## src/hdl/ice51_config.svh

```systemverilog
`ifndef ICE51_CONFIG_SVH
`define ICE51_CONFIG_SVH

//////////////////////////////////////////////////
// uart timing

// clocks per bit are ICE_BIT_CLKS + 1
`define ICE_BIT_CLKS       104

//////////////////////////////////////////////////
// boot and memory map

`define ICE_LOAD_BYTES     512         // boot image size in bytes
`define ICE_RESET_PC       3           // first opcode after boot

// movx targets of the transmitter
`define ICE_TX_DATA_ADDR   16'h0201
`define ICE_TX_STAT_ADDR   16'h0200

`endif

```

## src/hdl/ice51_pkg.sv

```systemverilog
package ice51_pkg;

   //////////////////////////////////////////////////
   // vectors

   typedef logic [7:0]  byte_t;
   typedef logic [8:0]  code_addr_t;       // 512 byte code space
   typedef logic [15:0] dptr_t;
   typedef logic [2:0]  reg_idx_t;         // r0..r7
   typedef logic [3:0]  bit_cnt_t;         // uart bits in a frame

   //////////////////////////////////////////////////
   // state machines

   typedef enum logic [1:0] {rx_idle, rx_start, rx_data, rx_stop} rx_state_e;

   typedef enum logic [1:0] {tx_idle, tx_start, tx_send} tx_state_e;

   typedef enum logic [2:0] {
      st_fetch, st_decode0, st_decode1, st_decode2, st_execute
   } cpu_state_e;

   // one entry per supported opcode, k_nop for the rest
   typedef enum logic [4:0] {
      k_nop,
      k_ljmp, k_sjmp, k_jc, k_jnc,
      k_mov_ai, k_add_ai, k_subb_ai, k_xrl_ai,
      k_dec_a, k_clr_a, k_clr_c,
      k_mov_ra, k_mov_ar, k_mov_ri, k_inc_r,
      k_mov_dptr, k_movx_da, k_movx_ad
   } instr_kind_e;

   // decoded instruction as seen in the execute state
   // a 2-byte instruction carries its operand in imm_hi
   typedef struct packed {
      instr_kind_e kind;
      reg_idx_t    rn;
      byte_t       imm_hi;
      byte_t       imm_lo;
   } exec_t;

endpackage

```

## src/hdl/ice51_datapath.sv

```systemverilog
`timescale 1ns/1ps
`include "ice51_config.svh"

module ice51_datapath (
   input  logic             i_clk,
   input  logic             i_nrst,
   input  ice51_pkg::exec_t i_exec,
   input  logic             i_exec_en,
   input  logic             i_tx_busy,
   output logic             o_carry,
   output logic             o_tx_start,
   output ice51_pkg::byte_t o_tx_byte
);
   import ice51_pkg::*;

   byte_t      acc;
   byte_t      acc_n;
   logic       carry_n;
   byte_t      regs [8];
   byte_t      r_sel;
   byte_t      imm;
   dptr_t      dptr;
   logic [8:0] sub_wide;           // bit 8 is the borrow

   assign imm   = i_exec.imm_hi;
   assign r_sel = regs[i_exec.rn];

   //////////////////////////////////////////////////
   // accumulator and carry

   assign sub_wide = {1'b0, acc} - {1'b0, imm} - {8'd0, o_carry};

   always_comb begin
      acc_n   = acc;
      carry_n = o_carry;
      case (i_exec.kind)
         k_mov_ai:  acc_n = imm;
         k_add_ai:  acc_n = acc + imm;   // carry untouched
         k_subb_ai: begin
            acc_n   = sub_wide[7:0];
            carry_n = sub_wide[8];
         end
         k_xrl_ai:  acc_n = acc ^ imm;
         k_dec_a:   acc_n = acc - 8'd1;
         k_clr_a:   acc_n = 8'd0;
         k_clr_c:   carry_n = 1'b0;
         k_mov_ar:  acc_n = r_sel;
         k_movx_ad: if (dptr == `ICE_TX_STAT_ADDR) acc_n = {7'd0, i_tx_busy};
         default:   ;
      endcase
   end

   always_ff @(posedge i_clk or negedge i_nrst) begin
      if (!i_nrst) begin
         acc     <= '0;
         o_carry <= 1'b0;
         dptr    <= '0;
      end else if (i_exec_en) begin
         acc     <= acc_n;
         o_carry <= carry_n;
         if (i_exec.kind == k_mov_dptr) dptr <= {i_exec.imm_hi, i_exec.imm_lo};
      end
   end

   //////////////////////////////////////////////////
   // r0..r7

   always_ff @(posedge i_clk) begin
      if (i_exec_en) begin
         case (i_exec.kind)
            k_mov_ra: regs[i_exec.rn] <= acc;
            k_mov_ri: regs[i_exec.rn] <= imm;
            k_inc_r:  regs[i_exec.rn] <= r_sel + 8'd1;
            default:  ;
         endcase
      end
   end

   //////////////////////////////////////////////////
   // transmitter access

   // software polls busy first, a start while busy is dropped by the tx
   assign o_tx_start = i_exec_en && (i_exec.kind == k_movx_da) &&
                       (dptr == `ICE_TX_DATA_ADDR);
   assign o_tx_byte  = acc;

endmodule

```

## src/hdl/ice51_sequencer.sv

```systemverilog
`timescale 1ns/1ps
`include "ice51_config.svh"

module ice51_sequencer (
   input  logic                  i_clk,
   input  logic                  i_nrst,
   input  logic                  i_load_done,
   input  ice51_pkg::byte_t      i_code_data,
   input  logic                  i_carry,
   output ice51_pkg::code_addr_t o_pc,
   output ice51_pkg::exec_t      o_exec,
   output logic                  o_exec_en
);
   import ice51_pkg::*;

   cpu_state_e  state;
   cpu_state_e  state_n;
   code_addr_t  pc;
   byte_t       op;
   byte_t       op_q;
   byte_t       imm_hi_q;
   byte_t       imm_lo_q;
   instr_kind_e kind;
   logic [1:0]  instr_len;         // bytes, 1 to 3
   logic        take_abs;
   logic        take_rel;

   // opcode straight from memory in decode0, latched afterwards
   assign op = (state == st_decode0) ? i_code_data : op_q;

   //////////////////////////////////////////////////
   // decode

   always_comb begin
      kind      = k_nop;
      instr_len = 2'd1;
      casez (op)
         8'h02:       begin kind = k_ljmp;     instr_len = 2'd3; end
         8'b0000_1???:       kind = k_inc_r;
         8'h14:              kind = k_dec_a;
         8'h24:       begin kind = k_add_ai;   instr_len = 2'd2; end
         8'h40:       begin kind = k_jc;       instr_len = 2'd2; end
         8'h50:       begin kind = k_jnc;      instr_len = 2'd2; end
         8'h64:       begin kind = k_xrl_ai;   instr_len = 2'd2; end
         8'h74:       begin kind = k_mov_ai;   instr_len = 2'd2; end
         8'b0111_1???: begin kind = k_mov_ri;  instr_len = 2'd2; end
         8'h80:       begin kind = k_sjmp;     instr_len = 2'd2; end
         8'h90:       begin kind = k_mov_dptr; instr_len = 2'd3; end
         8'h94:       begin kind = k_subb_ai;  instr_len = 2'd2; end
         8'hc3:              kind = k_clr_c;
         8'he0:              kind = k_movx_ad;
         8'he4:              kind = k_clr_a;
         8'b1110_1???:       kind = k_mov_ar;
         8'hf0:              kind = k_movx_da;
         8'b1111_1???:       kind = k_mov_ra;
         default:            kind = k_nop;
      endcase
   end

   //////////////////////////////////////////////////
   // state

   always_comb begin
      state_n = state;
      case (state)
         st_fetch:   if (i_load_done) state_n = st_decode0;
         st_decode0: state_n = (instr_len == 2'd1) ? st_execute : st_decode1;
         st_decode1: state_n = (instr_len == 2'd3) ? st_decode2 : st_execute;
         st_decode2: state_n = st_execute;
         st_execute: state_n = st_fetch;
         default:    state_n = st_fetch;
      endcase
   end

   // only the sequencer looks at the carry for branches
   assign take_abs = (kind == k_ljmp);
   assign take_rel = (kind == k_sjmp) ||
                     (kind == k_jc  &&  i_carry) ||
                     (kind == k_jnc && !i_carry);

   //////////////////////////////////////////////////
   // pc and latches

   always_ff @(posedge i_clk or negedge i_nrst) begin
      if (!i_nrst) begin
         state <= st_fetch;
         pc    <= code_addr_t'(`ICE_RESET_PC);
         op_q  <= '0;
      end else begin
         state <= state_n;
         case (state)
            st_fetch:   if (i_load_done) pc <= pc + 1'b1;
            st_decode0: begin
               op_q <= i_code_data;
               if (instr_len != 2'd1) pc <= pc + 1'b1;
            end
            st_decode1: if (instr_len == 2'd3) pc <= pc + 1'b1;
            st_execute: begin
               // pc already points past the instruction here
               if (take_abs)      pc <= {imm_hi_q[0], imm_lo_q};
               else if (take_rel) pc <= pc + {imm_hi_q[7], imm_hi_q};
            end
            default: ;
         endcase
      end
   end

   always_ff @(posedge i_clk) begin
      if (state == st_decode1) imm_hi_q <= i_code_data;
      if (state == st_decode2) imm_lo_q <= i_code_data;
   end

   assign o_pc      = pc;
   assign o_exec_en = (state == st_execute);
   assign o_exec    = '{kind: kind, rn: op[2:0], imm_hi: imm_hi_q, imm_lo: imm_lo_q};

endmodule

```

## src/hdl/ice51_top.sv

```systemverilog
`timescale 1ns/1ps

module ice51_top (
   input  logic                  i_clk,
   input  logic                  i_nrst,
   input  logic                  i_uart_rx,
   output logic                  o_uart_tx,
   output logic                  o_code_wr,
   output ice51_pkg::code_addr_t o_code_addr,
   output ice51_pkg::byte_t      o_code_data,
   input  ice51_pkg::byte_t      i_code_data
);
   import ice51_pkg::*;

   code_addr_t load_addr;
   code_addr_t pc;
   logic       load_done;
   exec_t      exec;
   logic       exec_en;
   logic       carry;
   logic       tx_strobe;
   logic       tx_busy;
   byte_t      tx_byte;

   // loader owns the code bus until the image is in
   assign o_code_addr = load_done ? pc : load_addr;

   ice51_uart_loader u_loader (
      .i_clk       (i_clk),
      .i_nrst      (i_nrst),
      .i_rx        (i_uart_rx),
      .o_code_wr   (o_code_wr),
      .o_code_data (o_code_data),
      .o_load_addr (load_addr),
      .o_load_done (load_done)
   );

   ice51_sequencer u_seq (
      .i_clk       (i_clk),
      .i_nrst      (i_nrst),
      .i_load_done (load_done),
      .i_code_data (i_code_data),
      .i_carry     (carry),
      .o_pc        (pc),
      .o_exec      (exec),
      .o_exec_en   (exec_en)
   );

   ice51_datapath u_dp (
      .i_clk      (i_clk),
      .i_nrst     (i_nrst),
      .i_exec     (exec),
      .i_exec_en  (exec_en),
      .i_tx_busy  (tx_busy),
      .o_carry    (carry),
      .o_tx_start (tx_strobe),
      .o_tx_byte  (tx_byte)
   );

   ice51_uart_tx u_tx (
      .i_clk      (i_clk),
      .i_nrst     (i_nrst),
      .i_tx_start (tx_strobe),
      .i_tx_byte  (tx_byte),
      .o_tx       (o_uart_tx),
      .o_tx_busy  (tx_busy)
   );

endmodule

```

## src/hdl/ice51_uart_loader.sv

```systemverilog
`timescale 1ns/1ps
`include "ice51_config.svh"

module ice51_uart_loader (
   input  logic                  i_clk,
   input  logic                  i_nrst,
   input  logic                  i_rx,
   output logic                  o_code_wr,
   output ice51_pkg::byte_t      o_code_data,
   output ice51_pkg::code_addr_t o_load_addr,
   output logic                  o_load_done
);
   import ice51_pkg::*;

   localparam int               CNT_W = $clog2(`ICE_BIT_CLKS + 1);
   localparam logic [CNT_W-1:0] FULL  = CNT_W'(`ICE_BIT_CLKS);
   localparam logic [CNT_W-1:0] HALF  = CNT_W'(`ICE_BIT_CLKS / 2);

   logic [1:0]       rx_sync;
   logic             rx_in;
   rx_state_e        state;
   logic [CNT_W-1:0] clk_cnt;
   bit_cnt_t         bit_cnt;
   byte_t            rx_shift;
   logic             full_tick;
   logic             half_tick;

   //////////////////////////////////////////////////
   // receive line

   always_ff @(posedge i_clk or negedge i_nrst) begin
      if (!i_nrst) rx_sync <= 2'b11;        // line idles high
      else         rx_sync <= {rx_sync[0], i_rx};
   end

   assign rx_in     = rx_sync[1];
   assign full_tick = (clk_cnt == FULL);
   assign half_tick = (clk_cnt == HALF);

   //////////////////////////////////////////////////
   // frame FSM

   always_ff @(posedge i_clk or negedge i_nrst) begin
      if (!i_nrst) begin
         state     <= rx_idle;
         clk_cnt   <= '0;
         bit_cnt   <= '0;
         o_code_wr <= 1'b0;
      end else begin
         o_code_wr <= 1'b0;
         clk_cnt   <= clk_cnt + 1'b1;
         case (state)
            rx_idle: begin
               clk_cnt <= '0;
               if (!rx_in) state <= rx_start;
            end
            rx_start: if (half_tick) begin
               // centre of start bit, rephase the counter here
               clk_cnt <= '0;
               bit_cnt <= '0;
               state   <= rx_in ? rx_idle : rx_data;   // glitch goes back to idle
            end
            rx_data: if (full_tick) begin
               clk_cnt <= '0;
               bit_cnt <= bit_cnt + 1'b1;
               if (bit_cnt == 4'd7) state <= rx_stop;
            end
            rx_stop: if (full_tick) begin
               clk_cnt   <= '0;
               o_code_wr <= ~o_load_done;   // mid stop bit
               state     <= rx_idle;
            end
            default: state <= rx_idle;
         endcase
      end
   end

   // data bits arrive lsb first
   always_ff @(posedge i_clk) begin
      if (state == rx_data && full_tick) rx_shift <= {rx_in, rx_shift[7:1]};
   end

   assign o_code_data = rx_shift;

   //////////////////////////////////////////////////
   // boot counter

   always_ff @(posedge i_clk or negedge i_nrst) begin
      if (!i_nrst) begin
         o_load_addr <= '0;
         o_load_done <= 1'b0;
      end else if (o_code_wr) begin
         o_load_addr <= o_load_addr + 1'b1;
         if (o_load_addr == code_addr_t'(`ICE_LOAD_BYTES - 1)) o_load_done <= 1'b1;
      end
   end

endmodule

```

## src/hdl/ice51_uart_tx.sv

```systemverilog
`timescale 1ns/1ps
`include "ice51_config.svh"

module ice51_uart_tx (
   input  logic             i_clk,
   input  logic             i_nrst,
   input  logic             i_tx_start,
   input  ice51_pkg::byte_t i_tx_byte,
   output logic             o_tx,
   output logic             o_tx_busy
);
   import ice51_pkg::*;

   localparam int               CNT_W = $clog2(`ICE_BIT_CLKS + 1);
   localparam logic [CNT_W-1:0] FULL  = CNT_W'(`ICE_BIT_CLKS);

   tx_state_e        state;
   logic [CNT_W-1:0] clk_cnt;
   bit_cnt_t         bit_cnt;
   byte_t            tx_shift;
   logic             bit_tick;

   assign bit_tick = (clk_cnt == FULL);

   //////////////////////////////////////////////////
   // frame FSM

   always_ff @(posedge i_clk or negedge i_nrst) begin
      if (!i_nrst) begin
         state   <= tx_idle;
         clk_cnt <= '0;
         bit_cnt <= '0;
      end else begin
         clk_cnt <= bit_tick ? '0 : clk_cnt + 1'b1;
         case (state)
            tx_idle: begin
               clk_cnt <= '0;
               bit_cnt <= '0;
               if (i_tx_start) state <= tx_start;   // ignored while busy
            end
            tx_start: if (bit_tick) state <= tx_send;
            tx_send: if (bit_tick) begin
               // 8 data bits, then the filled ones form the stop bit
               bit_cnt <= bit_cnt + 1'b1;
               if (bit_cnt == 4'd8) state <= tx_idle;
            end
            default: state <= tx_idle;
         endcase
      end
   end

   // msb goes out first
   always_ff @(posedge i_clk) begin
      if (state == tx_idle && i_tx_start)        tx_shift <= i_tx_byte;
      else if (state == tx_send && bit_tick)    tx_shift <= {tx_shift[6:0], 1'b1};
   end

   //////////////////////////////////////////////////
   // line

   always_comb begin
      case (state)
         tx_start: o_tx = 1'b0;
         tx_send:  o_tx = tx_shift[7];
         default:  o_tx = 1'b1;
      endcase
   end

   assign o_tx_busy = (state != tx_idle);

endmodule

```

## config.mk

```make
export PLATFORM = sky130hd
export DESIGN_NAME = ice51_top
export DESIGN_NICKNAME = d
export VERILOG_FILES = /design/src/hdl/ice51_pkg.sv /design/src/hdl/ice51_datapath.sv /design/src/hdl/ice51_sequencer.sv /design/src/hdl/ice51_top.sv /design/src/hdl/ice51_uart_loader.sv /design/src/hdl/ice51_uart_tx.sv
export VERILOG_INCLUDE_DIRS = /design/src /design/src/hdl
export SDC_FILE = /design/constraint.sdc
export NUM_CORES = 1
export LEC_CHECK = 0
export ABC_AREA = 1
export BUFFER_PORTS_ARGS = -buffer_cell sky130_fd_sc_hd__buf_4
export CORE_ASPECT_RATIO = 2
export CORE_MARGIN = 2
export CORE_UTILIZATION = 40
export CTS_CLUSTER_DIAMETER = 60
export DETAILED_ROUTE_END_ITERATION = 12
export PLACE_DENSITY_LB_ADDON = 0.15
export REMOVE_ABC_BUFFERS = 1
export SLEW_MARGIN = 20
export SYNTH_ARGS = -nofsm -noshare
export SYNTH_HDL_FRONTEND = slang
export SYNTH_SLANG_ARGS = --single-unit
```

## constraint.sdc

```tcl
create_clock -name i_clk -period 6.53 [get_ports i_clk]
set_input_delay 0.653 -clock i_clk [delete_from_list [all_inputs] [get_ports i_clk]]
set_output_delay 0.653 -clock i_clk [all_outputs]
set_load 0.01 [all_outputs]
```

==> out/summary.txt, run 1 <==
status: completed
CP Launch Type: register
chip height: 230 um
die area: 27000 um2
vias in the first global route: 8219
commonest non-fill, non-tap cell in the layout: nand2_1
Max-slew headroom: 35.5%
via/cell ratio: 5.03
clk_lat worst skew: 0.46 ns
# port buffers: 29
Synth cell types: 59
largest fanout on the critical path: 17
fin util: 45.2%
Synth Flop Type: edfxtp_1
commonest non-fill, non-tap cells in the layout: 287 x nand2_1, 157 x inv_1, 104 x nor2_1, 96 x edfxtp_1
Max IR drop VDD: 0.000175 V
clock-pin slew on the worst setup and hold paths: 0.07 ns
final WL: 26.8 mm
final setup vio count: 0
hold slack final: 0.0460 ns
layout cells sized above 1: 11.0%
row cnt: 82
core area: 25100 um2
Pwr Total: 2200 uW
clk root buf: clkbuf_16
total track usage: 21.2%
num ports: 30
Final ANT Viol Nets: 0
largest net degree at the start of global routing: 70
Num Clock Sinks: 180
CP Capture Type: register
via count: 7838
RSZ-0062 raised after global routing: no
r2r setup slk: 2.76 ns
Ant. Diodes: 0
Worst EP required: 6.93 ns
pwr/cell area: 194 nW/um2
Post-Syn Area: 10300 um2
CP Class: reg2reg
Yosys reg bits: 180
fin crit period: 3.77 ns
DR pass1 iterations: 4
area grow syn2layout: 10.8%
TritonCTS clock tree: yes
HP Class: in2async
Mean Syn Cell Area: 8.71 um2
Fin. Hold Viols: 0
Num CTS Buffers: 17
Post-CTS Hold Buffers: 0
ys async rst share: 46.7%
post-CTS sizing: 0
first-pass GRT wire length: 42.7 mm
Post-DP HPWL: 20.7 mm
1st-iter DRT viols: 402
Final Cycle Share: 57.8%
Slew @ Worst Pin: 0.967 ns
Ys Warns: 0
antenna violations before repair: 0
Mapped Cells: 1177
EDFF count, synth: 96
sequential share of the synthesized area: 48.7%
total gr overflow: 0
DR DRC count: 0
post-route clock skew: 0.0121 ns
post-CTS setup buffer count: 0
setup TNS: 0 ns
nets@finish: 1272
Worst Path Arrival: 4.17 ns
Starting Density: 40.8%
die width: 117 um
f_max: 265 MHz
final slew viol count: 0
GPL Wtd Cong: 0.877
leakage: 0.00529 uW
CTS H-Tree Depth: 4
max_cap viols: 0
DR WL/cell: 17.2 um
Max Root-Sink Buffers: 2
registers in the layout, summed over array words and instances (netlist names), 9 cells and up, named ones only:
register,count
u_dp.regs,64
u_loader.o_load_addr,9
u_dp.dptr,16
u_seq.o_pc,9
path summary, 6_finish.rpt:
path                                      from                  end  depth (start not counted)
max                             u_seq.state[2]    u_dp.o_tx_byte[7]                         21
min                                     i_nrst  u_loader.clk_cnt[5]                          1
max reg2reg                     u_seq.state[2]    u_dp.o_tx_byte[7]                         21
min reg2reg                u_loader.rx_sync[0]  u_loader.rx_sync[1]                          0
max in group asynchronous               i_nrst        u_dp.dptr[12]                          2
min in group i_clk                   i_uart_rx  u_loader.rx_sync[0]                          1
layer usage:
layer / vias up / GRT usage, % / wire length (um)
li1: 3923 / - / -
met1: 3721 / 20.4 / 9560
met2: 118 / 40.8 / 15100
met3: 76 / 2.97 / 559
met4: 0 / 12.4 / 1500
met5: - / 0 / 0
stage by stage:
step                      setup slack [ns]  cell area, um2  instances
final                                 2.76           11400       1559
after global routing                  2.36           11400       1559
after CTS                             2.78           11400       1559
after detailed placement              2.82           10800       1527
after global placement                2.93           10800       1527
after floorplan                       3.43           10200       1160
final cells by class:
| cell class | instances | area [um2] |
|---|---|---|
| timing repair buffer | 31 | 233 |
| tap | 336 | 420 |
| clock buffer | 21 | 450 |
| inverter | 166 | 624 |
| multi-input combinational | 814 | 4540 |
| clock inverter | 11 | 104 |
| sequential | 180 | 4990 |
| fill | 2486 | 13800 |
worst max-delay path, stage by stage, from the launching register on:
cell and delay (ns):
dfrtp_1 0.43, inv_2 0.26, nand3_4 0.25, nand2_1 0.12, nand2_1 0.17, nand2_2 0.20, nor2_8 0.07, nand2_1 0.31
nand2_1 0.17, ha_1 0.32, nand2_1 0.06, o21ai_0 0.40, nand4_1 0.14, nand2_1 0.11, xor2_1 0.17, xor2_1 0.16
nand2_1 0.06, nand2_1 0.06, nor2_1 0.03, o21ai_0 0.07, nand2_1 0.07, nand2_1 0.07
kinds of logic (layout without fill, tap and decap cells):
kind of cell,Yosys count,in the layout,synth area share [%]
AND/OR/NAND/NOR,549,549,24.5
buffers and inverters,183,229,7.08
flip-flops,180,180,48.7
AO/OA/AOI/OAI,171,171,9.45
adder cells (fa/ha/maj),51,51,6.52
XOR/XNOR,37,37,3.16
multiplexers,6,6,0.659
synthesized netlist by cell type, types with 3 or more instances:
library cell    n  area share [%]
nand4_1        17             1.0
clkbuf_1        8            0.29
dfrtp_1        80              20
or2_2           7            0.43
nand2_4         3            0.33
nand3_1        57             2.8
o21ai_0        81             4.0
inv_1         157             5.7
edfxtp_1       96              28
a21oi_1        40             2.0
fa_1            4            0.78
nand3b_1        8            0.59
dfstp_2         4             1.0
mux2_2          6            0.66
ha_1           47             5.7
nor2_4          6            0.66
nor3b_1         3            0.22
nor3_1         10            0.49
inv_2           7            0.26
nor4_1          3            0.18
a22oi_1        10            0.73
o21ai_1        11            0.54
o211ai_1        4            0.29
o22ai_1         9            0.55
nor2_1        104             3.8
xor2_1         24             2.1
nand2_1       287              11
nand2_2        21             1.3
buf_6           4            0.44
xnor2_1        13             1.1
nor2_2          7            0.43
o21bai_1        3            0.22
buf_2           3            0.15
nand3_2         4            0.39
power by group:
| group | leakage, uW | internal (uW) | switching, uW | total (uW) |
|---|---|---|---|---|
| clock | 0.000263 | 537 | 458 | 995 |
| combinational | 0.00324 | 5.12 | 14.7 | 19.8 |
| sequential | 0.00178 | 1190 | 0.334 | 1190 |
| total | 0.00529 | 1730 | 473 | 2200 |
Power figures use the tool's default switching activity.
==> run 2, diff against run 1 <==
--- a/config.mk
+++ b/config.mk
@@ -6,7 +6,7 @@
 export SDC_FILE = /design/constraint.sdc
 export NUM_CORES = 1
 export LEC_CHECK = 0
-export ABC_AREA = 1
+export ABC_AREA = 0
 export BUFFER_PORTS_ARGS = -buffer_cell sky130_fd_sc_hd__buf_4
 export CORE_ASPECT_RATIO = 2
 export CORE_MARGIN = 2
==> constraint.sdc (replaced) <==
create_clock -name i_clk -period 3.28 [get_ports i_clk]
set_input_delay 0.328 -clock i_clk [delete_from_list [all_inputs] [get_ports i_clk]]
set_output_delay 0.328 -clock i_clk [all_outputs]
set_load 0.01 [all_outputs]
==> run 2 against run 1 <==
  * Worst hold slack gained 0.094 ns
  * Clock skew is 0.0020 ns lower
  * Count of clock-buffer cells in the layout shrank 1
  * First-iteration DRC count up 3.2%
  * Highest routed layer unchanged
==> out/summary.txt, run 2 <==
sequential share of the synthesized area: 44.9% (-3.7 points)
Post-Syn Area: 11100 um2 (+8.3%)
EDFF count, synth: 96 (unchanged)
clk_lat worst skew: 0.46 ns (about the same)
largest fanout on the critical path: 13 (-4)
CP Capture Type: register
Num CTS Buffers: 17 (unchanged)
via/cell ratio: 5.61 (+12%)
design area: 13600 um2 (+19%)
commonest non-fill, non-tap cells in the layout: 171 x buf_4, 96 x edfxtp_1, 89 x nand2_1, 82 x nor2_1, 80 x dfrtp_1
clock-pin slew on the worst setup and hold paths: 0.07 ns (about the same)
GPL Wtd Cong: 0.962 (+9.7%)
row cnt: 86 (+4.9%)
chip height: 240 um (+4.0%)
TritonCTS clock tree: yes
dpl cells: 1529 (+0.13%)
Synth Flop Type: edfxtp_1
Mean Syn Cell Area: 10.5 um2 (+21%)
nets@finish: 1264 (-0.63%)
largest net degree at the start of global routing: 36 (-49%)
HP Class: in2reg
num ports: 30 (unchanged)
Ant. Diodes: 0 (unchanged)
Fin. Hold Viols: 0 (unchanged)
Worst Hold End: u_seq.op_q[4]
final slew viol count: 0 (unchanged)
DR WL/cell: 21.3 um (+24%)
# port buffers: 29 (unchanged)
die area: 29200 um2 (+8.1%)
Largest regs: u_dp.regs: 64 flops, u_dp.dptr: 16 flops
Mapped Cells: 1057 (-10%)
Worst EP required: 3.49 ns (-3.44 ns)
total gr overflow: 0 (unchanged)
Starting Density: 40.5% (-0.31 points)
Final Cycle Share: 97.6% (+40 points)
Worst R2R End: u_tx.tx_shift[7]
Most flops, register: u_dp.regs
DR pass1 iterations: 5 (+1)
commonest non-fill, non-tap cell in the layout: buf_4
Num Clock Sinks: 180 (unchanged)
Max Root-Sink Buffers: 2 (unchanged)
Synth cell types: 98 (+66%)
r2r setup slk: 0.08 ns (-2.68 ns)
Yosys reg bits: 180 (unchanged)
leakage: 0.00551 uW (+4.2%)
ys async rst share: 46.7% (unchanged)
fin crit period: 3.20 ns (-0.572 ns)
Worst Path Arrival: 3.41 ns (-0.76 ns)
sequence of cells on the critical path: nor4bb_1 > mux2_2 > nor3_1 > buf_4 > nor3_1 > and3_1 > mux2_2
core area: 27400 um2 (+9.2%)
f_max: 312 MHz (+18%)
status: completed
antenna violations before repair: 0 (unchanged)
Post-DP HPWL: 26.3 mm (+27%)
Critical Path Start: u_seq.op_q[7]
Yosys top cell by area: edfxtp_1
total track usage: 24.0% (+2.8 points)
post-route clock skew: 0.0100 ns (-0.00205 ns)
die width: 122 um (+3.9%)
Hold Crit Depth: 3
Worst Reg-to-Reg Cells: 7 (-67%)
clk root buf: clkbuf_16
via count: 8796 (+12%)
Post-synth top cells: 96 x edfxtp_1, 91 x nand2_1, 83 x nor2_1
DR DRC count: 0 (unchanged)
area grow syn2layout: 22.0%
CP Launch Type: register
Final ANT Viol Nets: 0 (unchanged)
vias in the first global route: 9139 (+11%)
cell with the most instances after synthesis: edfxtp_1
area post-placement: 12700 um2 (+17%)
pwr/cell area: 398 nW/um2 (+100%)
Max-slew headroom: 49.8% (+14 points)
max FFs per register: 64 (unchanged)
RSZ-0062 raised after global routing: no
top-area cell type share of the netlist area: 26.0% (-2.2 points)
min-delay src: i_code_data[4]
layout cells sized above 1: 27.2% (+16 points)
first-pass GRT wire length: 51.7 mm (+21%)
Ys Warns: 0 (unchanged)
final setup vio count: 0 (unchanged)
CTS H-Tree Depth: 4 (unchanged)
1st-iter DRT viols: 415 (+3.2%)
# fillers: 2513 (+1.1%)
fin cells: 1567 (+0.51%)
Slew @ Worst Pin: 0.743 ns (-0.224 ns)
top cells by area, synth: edfxtp_1 26%, dfrtp_1 18%, ha_1 5.3%
CP peak stage delay: 0.64 ns (+0.21 ns)
CP Class: reg2reg
final WL: 33.3 mm (+25%)
Max IR drop VDD: 0.000374 V (+110%)
RR Startpoint: u_seq.op_q[7]
max_cap viols: 0 (unchanged)
slowest CP cell: dfrtp_1
==> run 2: worst max path at each step <==
stage / endpoint / slack, ns / depth (start not counted)
floorplan: u_dp.o_tx_byte[7] / -1.00 / 13
global placement: u_dp.regs[6][3] / -0.18 / 14
detailed placement: u_dp.regs[0][3] / -0.15 / 12
CTS: u_dp.o_tx_byte[6] / -0.03 / 17
global route: u_seq.o_pc[8] / 0.01 / 12
finish: u_tx.tx_shift[7] / 0.08 / 7
==> run 2: cell families after synthesis <==
kind of cell	Yosys count	share of synthesized area, %
multiplexers	82	8.55
flip-flops	180	44.9
XOR/XNOR	55	4.34
AND/OR/NAND/NOR	386	19.1
adder cells (fa/ha/maj)	51	6.02
buffers and inverters	105	4.30
AO/OA/AOI/OAI	198	12.8
==> run 2: area by class of cell <==
cell class              instances  area (um2)  share of cell area (%)
flip-flops and latches        180        4990                    36.8
clock buffers                  20         479                    3.54
well taps                     352         440                    3.25
inverters                      48         180                    1.33
repair buffers                183        1490                    11.0
multi-input cells             772        5790                    42.7
clock inverters                12         188                    1.39
==> run 2: repair_timing <==
action	4_1_cts	5_1_grt
gates resized for setup	17	27
setup endpoints to repair	80	88
hold buffers	2	0
setup buffers	1	3
pin swaps	2	9
hold endpoints to repair	28	0
==> run 2: power breakdown <==
group	switching [uW]	internal (uW)	leakage, uW
Clock	954	1380	0.000325
Combinational	339	263	0.00319
Sequential	44.1	2410	0.00200
Total	1340	4050	0.00551
==> run 2: through the flow <==
| step | TNS (ns) | setup slack, ns | power [uW] | hold slack [ns] | util [%] |
|---|---|---|---|---|---|
| floorplan | -120.79 | -1.00 | 2800 | 0.0324 | - |
| CTS | -0.0311 | -0.0311 | 5420 | 0.123 | 48.9 |
| detailed placement | -6.57 | -0.153 | 3080 | 0.289 | 46.1 |
| global route | 0 | 0.0125 | 5590 | 0.137 | 49.4 |
| finish | 0 | 0.0799 | 5390 | 0.140 | 49.4 |
| global placement | -6.94 | -0.178 | 3070 | 0.284 | 46.1 |
==> run 2: worst max-delay path, delay by kind of cell (launching register included) <==
| family | cells | cell delay [ns] |
|---|---|---|
| buffers and inverters | 1 | 0.15 |
| muxes | 2 | 0.69 |
| DFF | 1 | 0.64 |
| and+or+nand+nor | 4 | 1.46 |
==> run 2: layer usage <==
layer,share of wire [%],wire [um],global-route usage [%],vias to the layer above
met3,1.8,614,2.93,84
met5,0,0,0,-
met1,34,11300,22.1,4335
li1,-,-,-,4190
met2,58,19300,47.8,187
met4,6.5,2160,15.0,0
==> run 3, diff against run 2 <==
--- a/config.mk
+++ b/config.mk
@@ -11,6 +11,7 @@
 export CORE_ASPECT_RATIO = 2
 export CORE_MARGIN = 2
 export CORE_UTILIZATION = 40
+export CTS_BUF_LIST = sky130_fd_sc_hd__clkbuf_8
 export CTS_CLUSTER_DIAMETER = 60
 export DETAILED_ROUTE_END_ITERATION = 12
 export PLACE_DENSITY_LB_ADDON = 0.15
==> run 3 against run 2 <==
  * Worst hold slack worse by 0.060 ns
  * Combinational power barely moved
  * Setup slack improved by 0.049 ns
  * Final area is 1.3% lower
  * First-iteration DRC count grew 16%
  * Core utilization decreased by 0.66 points
  * Global-route usage barely moved
  * Maximum frequency rose by 1.5%
  * Die area unchanged
  * Register-to-register slack improved by 0.05 ns
  * Highest routed layer unchanged
==> out/summary.txt, run 3 (same netlist as run 2, synthesis figures left out) <==
clk root buf: clkbuf_8
sequence of cells on the critical path: nor4bb_1 > mux2_2 > nor3_1 > buf_4 > nor3_1 > and3_1 > mux2_2
Starting Density: 40.5% (unchanged)
antenna violations before repair: 1 (+1)
die width: 122 um (unchanged)
max_cap viols: 0 (unchanged)
vias in the first global route: 9148 (+0.098%)
status: completed
Slew @ Worst Pin: 0.764 ns (+0.0210 ns)
CP Class: reg2reg
Max Root-Sink Buffers: 2 (unchanged)
largest net degree at the start of global routing: 36 (unchanged)
max FFs per register: 64 (unchanged)
num ports: 30 (unchanged)
CP peak stage delay: 0.65 ns (about the same)
via count: 8793 (-0.034%)
Num Clock Sinks: 180 (unchanged)
Num CTS Buffers: 17 (unchanged)
layout cells sized above 1: 27.1% (-0.10 points)
Max IR drop VDD: 0.000272 V (-27%)
Most flops, register: u_dp.regs
row cnt: 86 (unchanged)
leakage: 0.00543 uW (-1.4%)
largest fanout on the critical path: 13 (unchanged)
DR WL/cell: 21.2 um (-0.35%)
die area: 29200 um2 (unchanged)
clock-pin slew on the worst setup and hold paths: 0.10 ns (+0.03 ns)
slowest CP cell: dfrtp_1
f_max: 317 MHz (+1.5%)
CP Capture Type: register
pwr/cell area: 369 nW/um2 (-7.3%)
DR pass1 iterations: 5 (unchanged)
final WL: 33.3 mm (-0.22%)
Final Cycle Share: 96.1% (-1.5 points)
Max-slew headroom: 48.4% (-1.4 points)
setup TNS: 0 ns (unchanged)
via/cell ratio: 5.60 (-0.16%)
clk_lat worst skew: 0.52 ns (+0.06 ns)
core area: 27400 um2 (unchanged)
Fin. Hold Viols: 0 (unchanged)
commonest non-fill, non-tap cells in the layout: 172 x buf_4, 96 x edfxtp_1, 89 x nand2_1, 82 x nor2_1, 80 x dfrtp_1
# port buffers: 29 (unchanged)
Post-DP HPWL: 26.3 mm (unchanged)
Worst EP required: 3.55 ns (+0.06 ns)
final setup vio count: 0 (unchanged)
hold slack final: 0.0797 ns (-0.0605 ns)
RSZ-0062 raised after global routing: no
Largest regs: u_dp.regs: 64 flops, u_dp.dptr: 16 flops
post-route clock skew: 0.0146 ns (+0.00463 ns)
commonest non-fill, non-tap cell in the layout: buf_4
HP Class: in2reg
total track usage: 24.0% (+0.037 points)
DR DRC count: 0 (unchanged)
total gr overflow: 0 (unchanged)
Final ANT Viol Nets: 0 (unchanged)
fin crit period: 3.15 ns (-0.0487 ns)
first-pass GRT wire length: 51.8 mm (+0.16%)
CP Launch Type: register
GPL Wtd Cong: 0.962 (unchanged)
Worst Path Arrival: 3.42 ns (about the same)
1st-iter DRT viols: 481 (+16%)
chip height: 240 um (unchanged)
TritonCTS clock tree: yes
CTS H-Tree Depth: 4 (unchanged)
area grow syn2layout: 20.4%
nets@finish: 1265 (+0.079%)
final slew viol count: 0 (unchanged)
==> run 3: cell count changes in the layout (fill, tap and decap cells not counted), sizes merged <==
cell,previous run,this run
clkbuf,20,17
inv,53,54
diode,0,1
buf,181,182
bufinv,4,6
==> run 3: final timing paths <==
kind                                      from             endpoint  slack (ns)  cells past startpoint
setup / recovery                 u_seq.op_q[7]     u_tx.tx_shift[7]        0.13                      7
hold / removal                  i_code_data[4]        u_seq.op_q[4]        0.08                      3
setup reg to reg                 u_seq.op_q[7]     u_tx.tx_shift[7]        0.13                      7
hold reg to reg            u_loader.rx_sync[0]  u_loader.rx_sync[1]        0.36                      0
max in group asynchronous               i_nrst  u_loader.clk_cnt[2]        2.17                      3
min in group asynchronous               i_nrst        u_seq.op_q[5]        0.27                      2
==> run 3: layout make-up <==
class	count	area, um2
fill	2549	14100
multi-input combinational	772	5780
sequential	180	4990
timing repair buffer	184	1490
tap	352	440
clock inverter	15	251
clock buffer	17	234
inverter	48	180
antenna	1	2.50
==> run 3: timing repair <==
item / in CTS / in global routing
setup endpoints to repair: 81 / 88
endpoints found under the hold margin: 28 / 0
gates resized for setup: 18 / 24
pin swaps: 2 / 6
hold buffers: 2 / 0
setup buffers: 2 / 3
==> run 3: metrics by stage <==
stage	setup slack, ns	instance area, um2	cells	total power (uW)	utilization (%)
3_5_place_dp	-0.153	12700	1529	3080	46.1
3_3_place_gp	-0.178	12700	1529	3070	46.1
2_1_floorplan	-1.00	10800	1000	2800	-
4_1_cts	-0.0311	13200	1565	4970	48.2
5_1_grt	0.00530	13400	1569	5140	48.7
6_report	0.129	13400	1569	4930	48.7
==> run 3: worst max-delay path: cells and delay by family, from the launching register on <==
kind                   cells  cell delay, ns
buffers and inverters      1            0.15
flip-flops                 1            0.65
AND/OR/NAND/NOR            4            1.41
multiplexers               2            0.68
==> run 3: layer usage <==
layer	wire length, um	up-vias	track usage (%)
met2	19200	184	48.0
met1	11100	4327	22.1
met3	672	91	2.93
met4	2280	0	14.9
li1	-	4191	-
met5	0	-	0
==> run 3: power breakdown <==
part	total, uW	internal, uW	switching [uW]
clock	1880	995	887
combinational	601	263	338
sequential	2450	2410	44.2
total	4930	3660	1270
